===== config.mk =====
export PLATFORM = sky130hd
export DESIGN_NAME = stopwatch_top
export DESIGN_NICKNAME = d
export VERILOG_FILES = /design/src/rtl/stopwatch_pkg.sv /design/src/rtl/tick_divider.sv /design/src/rtl/bcd_digit_counter.sv /design/src/rtl/stopwatch_core.sv /design/src/rtl/seg7_decoder.sv /design/src/rtl/display_scan.sv /design/src/rtl/stopwatch_top.sv
export SDC_FILE = /design/constraint.sdc
export NUM_CORES = 1
export LEC_CHECK = 0
export ABC_AREA = 1
export BUFFER_PORTS_ARGS = -buffer_cell sky130_fd_sc_hd__buf_2
export CORE_MARGIN = 8
export CORE_UTILIZATION = 65
export DETAILED_ROUTE_END_ITERATION = 6
export MAX_ROUTING_LAYER = met4
export PLACE_DENSITY = 0.81
export SYNTH_ARGS = -nofsm -noshare
export SYNTH_HDL_FRONTEND = slang
export SYNTH_SLANG_ARGS = --single-unit

===== constraint.sdc =====
create_clock -name clock -period 3.4 [get_ports clock]
set_input_delay 0.17 -clock clock [delete_from_list [all_inputs] [get_ports clock]]
set_output_delay 0.17 -clock clock [all_outputs]
set_load 0.01 [all_outputs]

===== src/rtl/stopwatch_pkg.sv =====
package stopwatch_pkg;

  ////////////////////
  // Display and digit types
  ////////////////////

  // One decimal digit
  typedef logic [3:0] bcd_t;

  // Segments a..g, active low, bit 0 is a
  typedef logic [6:0] seg_t;

  // Digit enables, active low, bit 3 is leftmost
  typedef logic [3:0] anode_t;

  // Digit currently being scanned
  typedef logic [1:0] scan_idx_t;

  ////////////////////
  // Digit limits
  ////////////////////

  localparam int DIGIT_COUNT = 4;

  localparam bcd_t DEC_MAX = 4'd9;

  // Tens of seconds only reach 5
  localparam bcd_t SEC_TENS_MAX = 4'd5;

endpackage


===== src/rtl/tick_divider.sv =====
`timescale 1ns/1ps

module tick_divider #(
  parameter int TICK_DIV = 5_000_000
) (
  input  logic clock,
  input  logic arst_n,
  input  logic enable,
  input  logic clr,
  output logic tick
);

  localparam int CNT_W = (TICK_DIV > 1) ? $clog2(TICK_DIV) : 1;

  logic [CNT_W-1:0] count;
  logic             terminal;

  assign terminal = (count == CNT_W'(TICK_DIV - 1));
  assign tick     = enable & terminal;

  // Count is held while paused, so the remainder survives
  always_ff @(posedge clock or negedge arst_n) begin
    if (!arst_n) begin
      count <= '0;
    end else if (clr) begin
      count <= '0;
    end else if (enable) begin
      if (terminal) begin
        count <= '0;
      end else begin
        count <= count + 1'b1;
      end
    end
  end

  tick_only_when_enabled: assert property (
    @(posedge clock) disable iff (!arst_n) !enable |-> !tick
  );

endmodule


===== src/rtl/bcd_digit_counter.sv =====
`timescale 1ns/1ps

module bcd_digit_counter import stopwatch_pkg::*; #(
  parameter bcd_t MAX = DEC_MAX
) (
  input  logic clock,
  input  logic arst_n,
  input  logic clr,
  input  logic step,
  input  logic up,
  output bcd_t value,
  output logic wrap
);

  logic at_limit;

  // Limit depends on direction
  assign at_limit = up ? (value == MAX) : (value == '0);

  // Combinational so a carry ripples within one edge
  assign wrap = step & at_limit;

  always_ff @(posedge clock or negedge arst_n) begin
    if (!arst_n) begin
      value <= '0;
    end else if (clr) begin
      value <= '0;
    end else if (step) begin
      if (up) begin
        if (at_limit) begin
          value <= '0;
        end else begin
          value <= bcd_t'(value + 1'b1);
        end
      end else begin
        if (at_limit) begin
          value <= MAX;
        end else begin
          value <= bcd_t'(value - 1'b1);
        end
      end
    end
  end

  value_in_range: assert property (
    @(posedge clock) disable iff (!arst_n) value <= MAX
  );

  // A wrap always lands on the opposite limit
  wrap_lands_on_limit: assert property (
    @(posedge clock) disable iff (!arst_n)
    (wrap && !clr) |=> (value == ($past(up) ? '0 : MAX))
  );

endmodule


===== src/rtl/stopwatch_core.sv =====
`timescale 1ns/1ps

module stopwatch_core import stopwatch_pkg::*; (
  input  logic clock,
  input  logic arst_n,
  input  logic clr,
  input  logic tick,
  input  logic up,
  output bcd_t min_digit,
  output bcd_t sec_tens,
  output bcd_t sec_units,
  output bcd_t tenths
);

  logic tenths_wrap;
  logic units_wrap;
  logic tens_wrap;

  ////////////////////
  // M:S S.T chain, right to left
  ////////////////////

  bcd_digit_counter #(.MAX(DEC_MAX)) u_tenths (
    .clock  (clock),
    .arst_n (arst_n),
    .clr    (clr),
    .step   (tick),
    .up     (up),
    .value  (tenths),
    .wrap   (tenths_wrap)
  );

  bcd_digit_counter #(.MAX(DEC_MAX)) u_sec_units (
    .clock  (clock),
    .arst_n (arst_n),
    .clr    (clr),
    .step   (tenths_wrap),
    .up     (up),
    .value  (sec_units),
    .wrap   (units_wrap)
  );

  bcd_digit_counter #(.MAX(SEC_TENS_MAX)) u_sec_tens (
    .clock  (clock),
    .arst_n (arst_n),
    .clr    (clr),
    .step   (units_wrap),
    .up     (up),
    .value  (sec_tens),
    .wrap   (tens_wrap)
  );

  // Minutes wrap unused, rolls over modulo 6000 tenths
  bcd_digit_counter #(.MAX(DEC_MAX)) u_min (
    .clock  (clock),
    .arst_n (arst_n),
    .clr    (clr),
    .step   (tens_wrap),
    .up     (up),
    .value  (min_digit),
    .wrap   ()
  );

endmodule


===== src/rtl/seg7_decoder.sv =====
`timescale 1ns/1ps

module seg7_decoder import stopwatch_pkg::*; (
  input  bcd_t digit,
  output seg_t segment
);

  localparam seg_t SEG_BLANK = 7'b111_1111;

  // Bit order g f e d c b a, low lights the segment
  always_comb begin
    case (digit)
      4'd0:    segment = 7'b100_0000;
      4'd1:    segment = 7'b111_1001;
      4'd2:    segment = 7'b010_0100;
      4'd3:    segment = 7'b011_0000;
      4'd4:    segment = 7'b001_1001;
      4'd5:    segment = 7'b001_0010;
      4'd6:    segment = 7'b000_0010;
      4'd7:    segment = 7'b111_1000;
      4'd8:    segment = 7'b000_0000;
      4'd9:    segment = 7'b001_0000;
      // Non-BCD codes stay dark
      default: segment = SEG_BLANK;
    endcase
  end

endmodule


===== src/rtl/display_scan.sv =====
`timescale 1ns/1ps

module display_scan import stopwatch_pkg::*; #(
  parameter int SCAN_DIV = 50_000
) (
  input  logic   clock,
  input  logic   arst_n,
  input  bcd_t   min_digit,
  input  bcd_t   sec_tens,
  input  bcd_t   sec_units,
  input  bcd_t   tenths,
  output anode_t anode,
  output bcd_t   scan_digit
);

  localparam int DWELL_W = (SCAN_DIV > 1) ? $clog2(SCAN_DIV) : 1;

  logic [DWELL_W-1:0] dwell;
  logic               dwell_done;
  scan_idx_t          scan_idx;

  assign dwell_done = (dwell == DWELL_W'(SCAN_DIV - 1));

  ////////////////////
  // Dwell and scan index
  ////////////////////

  always_ff @(posedge clock or negedge arst_n) begin
    if (!arst_n) begin
      dwell    <= '0;
      scan_idx <= '0;
    end else if (dwell_done) begin
      dwell <= '0;
      if (scan_idx == scan_idx_t'(DIGIT_COUNT - 1)) begin
        scan_idx <= '0;
      end else begin
        scan_idx <= scan_idx + 1'b1;
      end
    end else begin
      dwell <= dwell + 1'b1;
    end
  end

  // Anode and digit from the same index, always in step
  always_comb begin
    case (scan_idx)
      2'd0:    begin anode = 4'b0111; scan_digit = min_digit; end
      2'd1:    begin anode = 4'b1011; scan_digit = sec_tens;  end
      2'd2:    begin anode = 4'b1101; scan_digit = sec_units; end
      default: begin anode = 4'b1110; scan_digit = tenths;    end
    endcase
  end

  one_digit_lit: assert property (
    @(posedge clock) disable iff (!arst_n) $onehot(~anode)
  );

  // Digit held for the full dwell
  anode_held_in_dwell: assert property (
    @(posedge clock) disable iff (!arst_n) !dwell_done |=> $stable(anode)
  );

endmodule


===== src/rtl/stopwatch_top.sv =====
`timescale 1ns/1ps

module stopwatch_top import stopwatch_pkg::*; #(
  parameter int TICK_DIV = 5_000_000,
  parameter int SCAN_DIV = 50_000
) (
  input  logic   clock,
  input  logic   arst_n,
  input  logic   up,
  input  logic   clr,
  input  logic   enable,
  output anode_t anode,
  output seg_t   segment
);

  logic tick;
  bcd_t min_digit;
  bcd_t sec_tens;
  bcd_t sec_units;
  bcd_t tenths;
  bcd_t scan_digit;

  ////////////////////
  // Time base and counters
  ////////////////////

  tick_divider #(.TICK_DIV(TICK_DIV)) u_tick_divider (
    .clock  (clock),
    .arst_n (arst_n),
    .enable (enable),
    .clr    (clr),
    .tick   (tick)
  );

  stopwatch_core u_core (
    .clock     (clock),
    .arst_n    (arst_n),
    .clr       (clr),
    .tick      (tick),
    .up        (up),
    .min_digit (min_digit),
    .sec_tens  (sec_tens),
    .sec_units (sec_units),
    .tenths    (tenths)
  );

  ////////////////////
  // Display
  ////////////////////

  display_scan #(.SCAN_DIV(SCAN_DIV)) u_display_scan (
    .clock      (clock),
    .arst_n     (arst_n),
    .min_digit  (min_digit),
    .sec_tens   (sec_tens),
    .sec_units  (sec_units),
    .tenths     (tenths),
    .anode      (anode),
    .scan_digit (scan_digit)
  );

  seg7_decoder u_seg7_decoder (
    .digit   (scan_digit),
    .segment (segment)
  );

endmodule


# ---- Yosys cells after proc, flatten, opt, wreduce, memory -nomap -nowiden
# Memories as Yosys holds them, arrays and structs flattened.
# Index checks and enable logic that the tools add are counted.
dict set report word_totals {
  regBits 57
  mem_bits_ro 112
  inputBits 5
  memories 1
}
dict set report op_classes {
  addsub 11
  n_eq_ne 9
  n_mux 31
  n_bitwise 4
  n_reduce_logical 10
}
# name words word_bits read_ports rd_ports_with_merged_regs wr line_no
set memory_table {}
lappend memory_table {{(name not given)} 16 7 1 0 0 seg7_decoder.sv:12} ;# case (digit)
# op n
set ops {}
lappend ops {{$mux W4} 20}
lappend ops {{$mux W23} 3}
lappend ops {{$pmux W4 S3} 2}
lappend ops {{$add A23 B1 Y23 const B} 1}
lappend ops {{$eq A23 B23 Y1 const B} 1}
lappend ops {{$add A16 B1 Y16 const B} 1}
lappend ops {{$add A4 B1 Y4 const B} 4}
lappend ops {{$eq A16 B16 Y1 const B} 1}
lappend ops {{$logic_not A4 Y1} 4}
lappend ops {{$mux W16} 1}
lappend ops {{$sub A4 B1 Y4 const B} 4}
lappend ops {{$eq A4 B4 Y1 const B} 3}
lappend ops {{$reduce_bool A2 Y1} 5}
lappend ops {{$and A1 B1 Y1} 4}
lappend ops {{$eq A2 B2 Y1 const B} 2}
lappend ops {{$eq A4 B3 Y1 const B} 1}
lappend ops {{$mux W1} 4}
lappend ops {{$add A2 B1 Y2 const B} 1}
lappend ops {{$eq A2 B1 Y1 const B} 1}
lappend ops {{$logic_not A2 Y1} 1}
lappend ops {{$mux W2} 1}

# ---- Longest topological paths before layout
# Gate-level depths: netlist of the first run.
dict set report depth {
  word_depth 7
  ltp_mapped 11
  depth_no_buf 11
}

# ---- By module
# Synthesis of the first run repeated with hierarchy kept, for this count alone.
dict set report unflattened {
  hier_cells 633
  hier_area_um2 4276.6
}
# module instances cells_per_inst area_per_inst_um2 seq_area_each_um2
set by_module_without_submodules {}
lappend by_module_without_submodules {tick_divider 1 216 1510.2 575.6}
lappend by_module_without_submodules {display_scan 1 158 1129.8 450.4}
lappend by_module_without_submodules {{bcd_digit_counter (u_core.u_min ...)} 3 55 362.8 100.1}
lappend by_module_without_submodules {{bcd_digit_counter (u_core.u_sec_tens)} 1 59 360.3 100.1}
lappend by_module_without_submodules {seg7_decoder 1 35 187.7 0.0}

# ---- Worst setup path after synthesis of the first run
# No wires, ideal clock.
dict set report synth_timing {
  path_type {reg2out}
  from {register u_display_scan.scan_idx[0]}
  to {output segment[3]}
  t_arrival_ns 1.763
  t_required_ns 3.230
  setup_slack_ns 1.467
  stages_incl_launch_ff 11
  path_cell_list {dfrtp_1 -> ha_1 -> inv_2 -> nand2_1 -> o22ai_1 -> inv_1 -> ha_1 -> nand2_1 -> nand2_1 -> nand2_1 -> nand2_1}
}
dict set report synth_between {
  elab_chain_len 3
  elab_cells_between_ends 5
}
# element line_no
set synth_lines {}
lappend synth_lines {{start, declared} display_scan.sv:20} ;# scan_idx_t scan_idx;
lappend synth_lines {{start signal, assigned} display_scan.sv:37} ;# scan_idx <= scan_idx + 1'b1;
lappend synth_lines {{$eq A2 B2 Y1 (tied with other cells)} display_scan.sv:46} ;# case (scan_idx)
lappend synth_lines {{$pmux W4 S3 *} display_scan.sv:46}
lappend synth_lines {{$mem_v2 Z16 W7 *} --}
lappend synth_lines {{end, declared} stopwatch_top.sv:13} ;# output seg_t segment
# Mark *: on every way between the ends. The rest lies on a longest branch, timed or not.

# ---- Worst setup path in the final report of the first run
# Same ends and word-level chain as after synthesis.

==> key figures, run 1 <==
Timing
  – Setup TNS Final: 0 ns
  – Post-layout min period: about 2.6 ns
  – Final Hold Viols: 0
  – RSZ-0062 raised after global routing: false
  – Worst Skew: 0.01079 ns
  – Worst-Margin Slew: 0.8117 ns
  – Fmax: 391.5 MHz
  – Fin crit share: 0.7513
  – Final max-slew violation count: 0
  – Slew headroom: 0.4588
  – Final setup fails: 0

Synthesis
  – Register area share after synthesis: 0.3300
  – EDFF count, synth: 0
  – Synthesized area per cell: 6.939 µm²
  – Mapped Area: 0.004323 mm²
  – Top_reg_cell synth: dfrtp_1
  – Leading area contributor after synthesis: dfrtp_1
  – Synth top area cells: dfrtp_1, nand2_1, nand3_1
  – Synth warn: 0
  – Number of synthesized register bits: 57
  – Syn Nets: 650
  – Synth async-reset ratio: 1.000
  – Top cell type's share of synthesized area: 0.3300
  – Yosys cell types: 39
  – Cells after Synth: 623

Run status
  – Status: complete, but fails checks
  – Failing checks: DRC

Pwr
  – Static leakage: 2.281 nW
  – Power per cell area: 463.8 mW/mm²
  – Peak VDD IR: 0.4330 mV

Run
  – Max-cap check violation count: 0

Drt
  – Via density: 5.828
  – Routed wire length per instance: 14.13 µm
  – Routed Antenna Nets: 0
  – Vias: 4190
  – WL final: between 10000 and 15000 µm
  – DRC errors left: 2
  – DRT Pass-1 Iters: 7
  – Initial drt markers: 260

Global routing
  – First-pass GRT wire length: 17680 µm
  – Grt total ovfl: 0
  – Busiest grt layer: met2
  – Grt met2 use: 0.3482
  – Met1 usage: 0.2828
  – Met3 track demand over resource: 0.04481
  – Vias in the first global route: about 3.9k
  – Largest net degree at the start of global routing: 36
  – GRT Total Usage: 0.2236
  – Initial antenna violation count: 0

Clocking
  – Clock Latency Late Sink: approximately 0.34 ns
  – H-tree level count: 3
  – Clock transition at path regs: 0.07 ns
  – CTS tree: done
  – PostCTS Resize Cnt: 0
  – CTS Buf Count: 9
  – Clock Tree Root: clkbuf_8
  – Maximum buffer depth of the clock tree: 2
  – Sink Count: 57

Critical path
  – Endpoint class of the critical path: output port
  – Crit path arrival time: 2.38 ns
  – Startpoint types: flop
  – Top fanout value on the critical path: 6
  – CP required: 3.23 ns
  – Critical path class: reg2out

Floorplanning
  – Die span in x: roughly 98 µm
  – I/O pins: 16
  – Core area: 0.006386 mm²
  – Starting Density: 0.6769
  – Cell row count: 29
  – Chip Height: 97.55 µm
  – Die area: 0.009516 mm²

Placed design
  – Dpl cells: 702
  – Number of I/O port buffers: 15
  – Final Wtd Congestion: 0.9373
  – Post-detailed-placement half-perimeter wirelength: 7480 µm
  – Cell Area, Placed: 0.004414 mm²

Final layout
  – Post-route insts no fill: approximately 700
  – Antenna cell count: 0
  – Commonest non-fill, non-tap cell in the layout: nand2_1
  – Most used cells in the layout excluding fill and tap cells: nand2_1, inv_1, nor2_1
  – Fin area: 0.004604 mm²
  – Fin nets: 664
  – Final core utilization: 0.7210
  – Layout area overhead: 6.512%
  – Fraction of layout cells with a size suffix above 1: 0.1059

Hold path
  – HP Class: in2reg
## Yosys cell counts (2+ instances only)
library cell and n:
o21ai_2 2, nor3_1 15, inv_2 6, buf_6 3, nand4_2 2, buf_2 7, dfrtp_1 57, nor3_2 4
xnor2_1 7, nor2_1 74, clkbuf_1 2, nand4_1 28, xor2_1 14, a21oi_1 9, o21ai_0 23, inv_1 77
nand2_2 6, nor4_1 4, nor2_2 4, o21ai_1 11, nor2_4 2, nand3_1 65, o22ai_1 4, nand2_4 4
ha_1 22, o211ai_1 3, nand3_2 4, nand2_1 151, nor3b_1 3
## flip-flops by register name (all words and copies together) (netlist names)
register,count
u_tick_divider.count,23
u_display_scan.dwell,16
u_core.u_min.value,4
u_core.u_sec_tens.value,4
u_core.u_sec_units.value,4
u_core.u_tenths.value,4
u_display_scan.scan_idx,2
## cell families after synthesis
logic type,synth area share
adder cells (fa/ha/maj),0.06367
buffers and inverters,0.09320
AND/OR/NAND/NOR,0.3971
AO/OA/AOI/OAI,0.07352
flip-flops,0.3300
XOR/XNOR,0.04255
## worst max-delay path: stages, from the launching register on
cell and delay (ns):
dfrtp_1 0.42, inv_1 0.11, ha_1 0.25, nand2_1 0.06
o21ai_0 0.08, o22ai_1 0.36, inv_1 0.12, ha_1 0.29
nand2_1 0.05, nand2_1 0.07, nand2_1 0.05, nand2_1 0.07
buf_2 0.12
## where the power goes
group | internal (mW) | switching [mW] | total, mW
Combinational | 0.278 | 0.459 | 0.737
Sequential | 0.727 | 0.0898 | 0.817
Clock | 0.285 | 0.297 | 0.582
## cell type report
cell class              count  area (µm²)
inverters                  84       315.3
repair buffers             17       92.59
clock buffers              10       137.6
multi-input cells         468        2494
well taps                  77       96.34
fillers                   545        1782
clock inverters             6       42.54
flip-flops and latches     57        1426
## path summary, 6_finish.rpt
kind / endpoint / from / cells after the start / slack (ns)
min in group asynchronous: u_display_scan.dwell[4]$_DFF_PN0_ / arst_n / 2 / 0.46
worst min register to register: u_display_scan.dwell[0]$_DFF_PN0_ / u_display_scan.dwell[0]$_DFF_PN0_ / 1 / 0.47
worst min-delay path: u_tick_divider.count[1]$_DFFE_PN0P_ / enable / 3 / 0.20
worst max-delay path: segment[3] / u_display_scan.scan_idx[0]$_DFFE_PN0N_ / 12 / 0.85
max in group asynchronous: u_display_scan.dwell[15]$_DFF_PN0_ / arst_n / 3 / 2.13
worst max register to register: u_core.u_tenths.value[1]$_DFFE_PN0P_ / u_tick_divider.count[0]$_DFFE_PN0P_ / 9 / 1.46
## through the flow
step                      total power [mW]  setup slack, ns  hold slack (ns)
after floorplan                      1.361            1.467          -0.1256
after global placement               1.527            1.309           0.2942
after detailed placement             1.555            1.220           0.2999
after CTS                            2.139           0.8482           0.1849
after global routing                 2.291           0.6118           0.2209
final                                2.136           0.8457           0.1977
## routing by layer
layer  routed length (µm)  up-vias
met5                    0        -
met4                  177        0
met3                  672       31
met2                 4682      154
met1                 4626     1950
li1                     -     2055
## repair_timing
action | in CTS | in global routing
setup buffers | 0 | 0
hold buffers | 1 | 0
endpoints found under the hold margin | 34 | 0
No activity file was read; power rests on OpenSTA's default activity.
==> inputs of run 2 (changes only) <==
--- a/config.mk
+++ b/config.mk
@@ -8,10 +8,10 @@
 export ABC_AREA = 1
 export BUFFER_PORTS_ARGS = -buffer_cell sky130_fd_sc_hd__buf_2
 export CORE_MARGIN = 8
-export CORE_UTILIZATION = 65
+export CORE_UTILIZATION = 57
 export DETAILED_ROUTE_END_ITERATION = 6
 export MAX_ROUTING_LAYER = met4
-export PLACE_DENSITY = 0.81
+export PLACE_DENSITY = 0.75
 export SYNTH_ARGS = -nofsm -noshare
 export SYNTH_HDL_FRONTEND = slang
 export SYNTH_SLANG_ARGS = --single-unit
==> constraint.sdc (replaced) <==
create_clock -name clock -period 2.3 [get_ports clock]
set_input_delay 0.115 -clock clock [delete_from_list [all_inputs] [get_ports clock]]
set_output_delay 0.115 -clock clock [all_outputs]
set_load 0.01 [all_outputs]
==> key figures, run 2 (synthesis gave the netlist of run 1 again) <==
Floorplanning
  – I/O pins: 16 (unchanged)
  – Die area: 0.01063 mm² (+12%)
  – Cell row count: 31 (+6.9%)
  – Die span in x: 103.1 µm (+5.7%)
  – Starting Density: 0.5928 (-0.08409)
  – Chip Height: 103.1 µm (+5.7%)
  – Core area: 0.007292 mm² (+14%)

Critical path
  – CP required: 2.18 ns (-1.05 ns)
  – Startpoint types: flop
  – Critical path class: reg2out
  – R2r worst-path depth: 9 (unchanged)
  – Endpoint class of the critical path: output port
  – Top fanout value on the critical path: 4 (-2)
  – Crit path arrival time: 2.05 ns (-0.33 ns)

Final layout
  – Commonest non-fill, non-tap cell in the layout: nand2_1
  – Fill cells: 670 (+23%)
  – Reg with most FFs: u_tick_divider.count
  – Most used cells in the layout excluding fill and tap cells: nand2_1, inv_1, nor2_1
  – Top Registers: u_tick_divider.count: 23 flops, u_display_scan.dwell: 16 flops
  – Fin area: 0.004726 mm² (+2.6%)
  – Fraction of layout cells with a size suffix above 1: 0.1294 (+0.02351)
  – Fin nets: 671 (+1.1%)
  – Antenna cell count: 0 (unchanged)
  – Max reg flops: 23 (unchanged)
  – Post-route insts no fill: 748 (+4.0%)
  – Final core utilization: 0.6481 (-0.07292)
  – Layout area overhead: 9.320%

Placed design
  – Dpl cells: 729 (+3.8%)
  – Number of I/O port buffers: 15 (unchanged)
  – Final Wtd Congestion: 0.9199 (-1.9%)
  – Cell Area, Placed: 0.004479 mm² (+1.5%)
  – Post-detailed-placement half-perimeter wirelength: 7598 µm (+1.6%)
  – Post-place setup slack: 0.3375 ns (-0.8830 ns)

Pwr
  – Combinational Power Share: 0.350 (+0.005)
  – Sequential Power Share: 0.372 (-0.011)
  – Net switching power: 1.205 mW (+42%)
  – Power per cell area: 687.2 mW/mm² (+48%)
  – Power, Total: 3.248 mW (+52%)
  – Static leakage: 2.325 nW (+1.9%)
  – Net Sw Frac: 0.3710 (-0.02511)
  – Peak VDD IR: 0.3506 mV (-19%)
  – Cell internal pwr: 2.043 mW (+58%)
  – Clock Power Share: 0.278 (+0.006)

Global routing
  – Initial antenna violation count: 0 (unchanged)
  – GRT Total Usage: 0.2157 (-0.007918)
  – Grt total ovfl: 0 (unchanged)
  – Largest net degree at the start of global routing: 58 (+61%)
  – First-pass GRT wire length: 17670 µm (about the same)
  – Vias in the first global route: 3913 (-0.51%)

Timing
  – Worst-Margin Slew: 0.7067 ns (-0.1051 ns)
  – Post-layout min period: roughly 2.2 ns
  – Hold_ws: 0.1487 ns (-0.04897 ns)
  – Final WS setup: 0.1396 ns (-0.7061 ns)
  – Final Hold Viols: 0 (unchanged)
  – Worst Skew: 0.007809 ns (-0.002986 ns)
  – Final max-slew violation count: 0 (unchanged)
  – Final setup fails: 0 (unchanged)
  – Fin crit share: 0.9393
  – Slew headroom: 0.5289 (+0.07004)
  – Setup TNS Final: 0 ns (unchanged)
  – Fmax: 462.9 MHz

Run
  – Max-cap check violation count: 0 (unchanged)

Hold path
  – HP Class: in2reg
  – Hold depth: 3 (unchanged)

Run status
  – Status: completed

Clocking
  – CTS Buf Count: 9 (unchanged)
  – Clock transition at path regs: 0.06 ns (about the same)
  – Clock Latency Late Sink: 0.34 ns (about the same)
  – Clock Tree Root: clkbuf_8
  – Sink Count: 57 (unchanged)
  – H-tree level count: 3 (unchanged)
  – CTS tree: done
  – Maximum buffer depth of the clock tree: 2 (unchanged)

Drt
  – DRC errors left: 0 (-2)
  – Vias: 4092 (-2.3%)
  – Routed Antenna Nets: 0 (unchanged)
  – Initial drt markers: 262 (+0.77%)
  – DRT Pass-1 Iters: 5 (-2)
  – Routed wire length per instance: 13.57 µm (-4.0%)
  – Via density: 5.471 (-6.1%)
  – WL final: 10150 µm (about the same)
==> run 2: worst max-delay path, stage by stage, from the launching register on <==
cell and delay (ns):
dfrtp_1 0.42, buf_4 0.15, ha_2 0.19, nand2_2 0.06, o21ai_2 0.06, o22ai_2 0.15, inv_2 0.06, ha_1 0.27
nand2_1 0.07, nand2_1 0.05, nand2_1 0.05, nand2_1 0.04, buf_2 0.14
==> run 2: path summary, 6_finish.rpt <==
check | slack (ns) | to | start
max reg2reg | 0.38 | u_core.u_min.value[1]$_DFFE_PN0P_ | u_core.u_tenths.value[0]$_DFFE_PN0P_
max | 0.14 | segment[3] | u_display_scan.scan_idx[1]$_DFFE_PN0N_
min reg2reg | 0.46 | u_display_scan.dwell[0]$_DFF_PN0_ | u_display_scan.dwell[0]$_DFF_PN0_
min in group asynchronous | 0.42 | u_core.u_sec_units.value[3]$_DFFE_PN0P_ | arst_n
max in group asynchronous | 1.38 | u_display_scan.dwell[4]$_DFF_PN0_ | arst_n
min | 0.15 | u_tick_divider.count[8]$_DFFE_PN0P_ | enable
==> run 2: power by group through the flow <==
| stage | registers (mW) | clock network (mW) | logic, mW |
|---|---|---|---|
| after global routing | 1.22 | 0.970 | 1.29 |
| after floorplan | 1.16 | 0 | 0.853 |
| final | 1.21 | 0.904 | 1.14 |
| after detailed placement | 1.22 | 0 | 1.11 |
| after global placement | 1.22 | 0 | 1.08 |
| after CTS | 1.20 | 0.927 | 1.12 |
==> run 2: area by class of cell <==
| cell class | count | area, µm² | share of cell area |
|---|---|---|---|
| inverters | 84 | 315.3 | 0.06672 |
| clock inverters | 3 | 40.04 | 0.008472 |
| repair buffers | 24 | 145.1 | 0.03071 |
| multi-input cells | 468 | 2526 | 0.5346 |
| clock buffers | 13 | 148.9 | 0.03151 |
| well taps | 99 | 123.9 | 0.02621 |
| flip-flops and latches | 57 | 1426 | 0.3018 |
==> run 2: what timing repair did <==
action / in CTS / in global routing
hold buffers: 1 / 0
hold endpoints to repair: 57 / 0
setup buffers: 0 / 2
resized for setup: 2 / 12
pin swaps: 0 / 1
endpoints found under the setup margin: 1 / 7
==> run 2: metal layers <==
layer  track usage  wire length, µm  up-vias
met2        0.3330             4656       90
met4       0.07564              124        0
met1        0.2736             4893     1911
met5             -                0        -
met3       0.04591              474       16
li1              -                -     2075
==> inputs of run 3 (changes only) <==
--- a/config.mk
+++ b/config.mk
@@ -10,7 +10,6 @@
 export CORE_MARGIN = 8
 export CORE_UTILIZATION = 57
 export DETAILED_ROUTE_END_ITERATION = 6
-export MAX_ROUTING_LAYER = met4
 export PLACE_DENSITY = 0.75
 export SYNTH_ARGS = -nofsm -noshare
 export SYNTH_HDL_FRONTEND = slang
==> key figures, run 3 (synthesis gave the netlist of run 1 again) <==
Timing
  – Final setup fails: 0 (unchanged)
  – Fmax: 462.2 MHz (-0.14%)
  – Setup TNS Final: 0 ns (unchanged)
  – Slew headroom: 0.5339 (+0.004993)
  – Worst-Margin Slew: 0.6992 ns (-0.007489 ns)
  – Final Hold Viols: 0 (unchanged)
  – Worst Skew: 0.006894 ns (-0.0009151 ns)
  – Post-layout min period: 2.163 ns (+0.002965 ns)
  – Hold_ws: 0.1609 ns (+0.01219 ns)
  – Final max-slew violation count: 0 (unchanged)
  – Fin crit share: 0.9406 (+0.001289)

Placed design
  – Cell Area, Placed: 0.004479 mm² (unchanged)
  – Final Wtd Congestion: 0.9004 (-2.1%)
  – Post-detailed-placement half-perimeter wirelength: 7778 µm (+2.4%)
  – Number of I/O port buffers: 15 (unchanged)

Clocking
  – CTS Buf Count: 9 (unchanged)
  – Maximum buffer depth of the clock tree: 2 (unchanged)
  – H-tree level count: 3 (unchanged)
  – Clock Tree Root: clkbuf_8
  – Clock Latency Late Sink: 0.33 ns (about the same)
  – Sink Count: 57 (unchanged)
  – CTS tree: done
  – Clock transition at path regs: 0.07 ns (about the same)

Critical path
  – Critical Path Max Stage Delay: 0.40 ns (-0.02 ns)
  – Startpoint types: flop
  – CP required: 2.18 ns (about the same)
  – Top fanout value on the critical path: 4 (unchanged)
  – Endpoint class of the critical path: output port
  – Crit path arrival time: 2.05 ns (about the same)
  – CP max stage cell: dfrtp_1
  – Worst path most repeated cell: nand2_1
  – Critical-path cell list: inv_1, ha_1, nand2_1, nand2_1, o22ai_2, ha_1, nand2_1, nand2_1, nand2_1, nand2_1, buf_2
  – Critical path class: reg2out
  – R2r worst-path depth: 8 (-1)

Final layout
  – Max reg flops: 23 (unchanged)
  – Fin nets: 672 (+0.15%)
  – Antenna cell count: 0 (unchanged)
  – Fin area: 0.004747 mm² (+0.45%)
  – Most used cells in the layout excluding fill and tap cells: nand2_1, inv_1, nor2_1
  – Fraction of layout cells with a size suffix above 1: 0.1308 (+0.001339)
  – Commonest non-fill, non-tap cell in the layout: nand2_1
  – Top Registers: u_tick_divider.count: 23 flops, u_display_scan.dwell: 16 flops
  – Reg with most FFs: u_tick_divider.count
  – Layout area overhead: 9.812%

Pwr
  – Power per cell area: 701.1 mW/mm² (+2.0%)
  – Static leakage: 2.333 nW (+0.33%)
  – Peak VDD IR: 0.3375 mV (-3.7%)

Drt
  – Vias: 4132 (+0.98%)
  – Initial drt markers: 339 (+29%)
  – Via density: 5.517 (+0.84%)
  – Routed wire length per instance: 14.01 µm (+3.3%)
  – WL final: 10490 µm (+3.4%)
  – Routed Antenna Nets: 0 (unchanged)
  – DRC errors left: 0 (unchanged)
  – DRT Pass-1 Iters: 5 (unchanged)

Run
  – Max-cap check violation count: 0 (unchanged)

Global routing
  – Largest net degree at the start of global routing: 58 (unchanged)
  – Grt total ovfl: 0 (unchanged)
  – First-pass GRT wire length: 17830 µm (+0.90%)
  – GRT Total Usage: 0.2124 (-0.003291)
  – Vias in the first global route: 3904 (-0.23%)
  – Initial antenna violation count: 0 (unchanged)

Hold path
  – HP Class: in2reg
  – Hold depth: 3 (unchanged)

Floorplanning
  – Die span in x: 103.1 µm (unchanged)
  – Core area: 0.007292 mm² (unchanged)
  – Starting Density: 0.5928 (unchanged)
  – Cell row count: 31 (unchanged)
  – Die area: 0.01063 mm² (unchanged)
  – Chip Height: 103.1 µm (unchanged)
  – I/O pins: 16 (unchanged)

Run status
  – Status: completed
[run 3: cell count changes in the layout (fill, tap and decap cells not counted), sizes merged]
cell	delta
clkinvlp	+1
buf	+1
clkbuf	-1
[run 3: path summary, 6_finish.rpt]
path	startpoint	to	slack [ns]
hold reg to reg	u_display_scan.dwell[0]$_DFF_PN0_	u_display_scan.dwell[0]$_DFF_PN0_	0.47
setup / recovery	u_display_scan.scan_idx[0]$_DFFE_PN0N_	segment[3]	0.14
max in group asynchronous	arst_n	u_core.u_min.value[0]$_DFFE_PN0P_	1.38
hold / removal	enable	u_tick_divider.count[1]$_DFFE_PN0P_	0.16
min in group asynchronous	arst_n	u_core.u_sec_units.value[3]$_DFFE_PN0P_	0.45
setup reg to reg	u_core.u_tenths.value[0]$_DFFE_PN0P_	u_core.u_min.value[2]$_DFFE_PN0P_	0.40
[run 3: critical path: cells and delay by family (launching register included)]
kind / cells / cell delay [ns]
AOI/OAI and AO/OA: 1 / 0.20
adders and majority gates: 2 / 0.51
buffers and inverters: 2 / 0.23
DFF: 1 / 0.40
and+or+nand+nor: 6 / 0.37
[run 3: stage by stage]
stage | setup WS [ns] | util | cells | total power [mW]
final | 0.1366 | 0.6510 | 749 | 3.328
after global routing | -0.006384 | 0.6510 | 749 | 3.553
after CTS | 0.04570 | 0.6448 | 746 | 3.337
after detailed placement | 0.3142 | 0.6143 | 729 | 2.325
after global placement | 0.4207 | 0.6143 | 729 | 2.292
after floorplan | 0.4223 | - | 623 | 2.011
[run 3: routing by layer]
layer	routed length [µm]	global-route usage	vias up	share of wire
li1	-	-	2076	-
met1	4803	0.2703	1933	0.46
met2	5024	0.3588	104	0.48
met3	478	0.03106	19	0.046
met4	188	0.07230	0	0.018
met5	0	0	-	0
[run 3: timing repair]
action | 4_1_cts | 5_1_grt
endpoints found under the setup margin | 1 | 7
resized for setup | 2 | 11
hold endpoints to repair | 57 | 0
pin swaps | 0 | 1
setup buffers | 0 | 3
hold buffers | 1 | 0
[run 3: cell type report]
type / instances / area [µm²]
Inverter: 84 / 315.3
Tap cell: 99 / 123.9
Clock buffer: 12 / 155.1
Clock inverter: 4 / 51.30
Fill cell: 678 / 2545
Sequential cell: 57 / 1426
Multi-Input combinational cell: 468 / 2522
Timing Repair Buffer: 25 / 152.6
[run 3: power by group]
group	internal, mW	switching [mW]	total (mW)
Combinational	0.441	0.707	1.15
Sequential	1.08	0.132	1.21
Clock	0.560	0.414	0.973
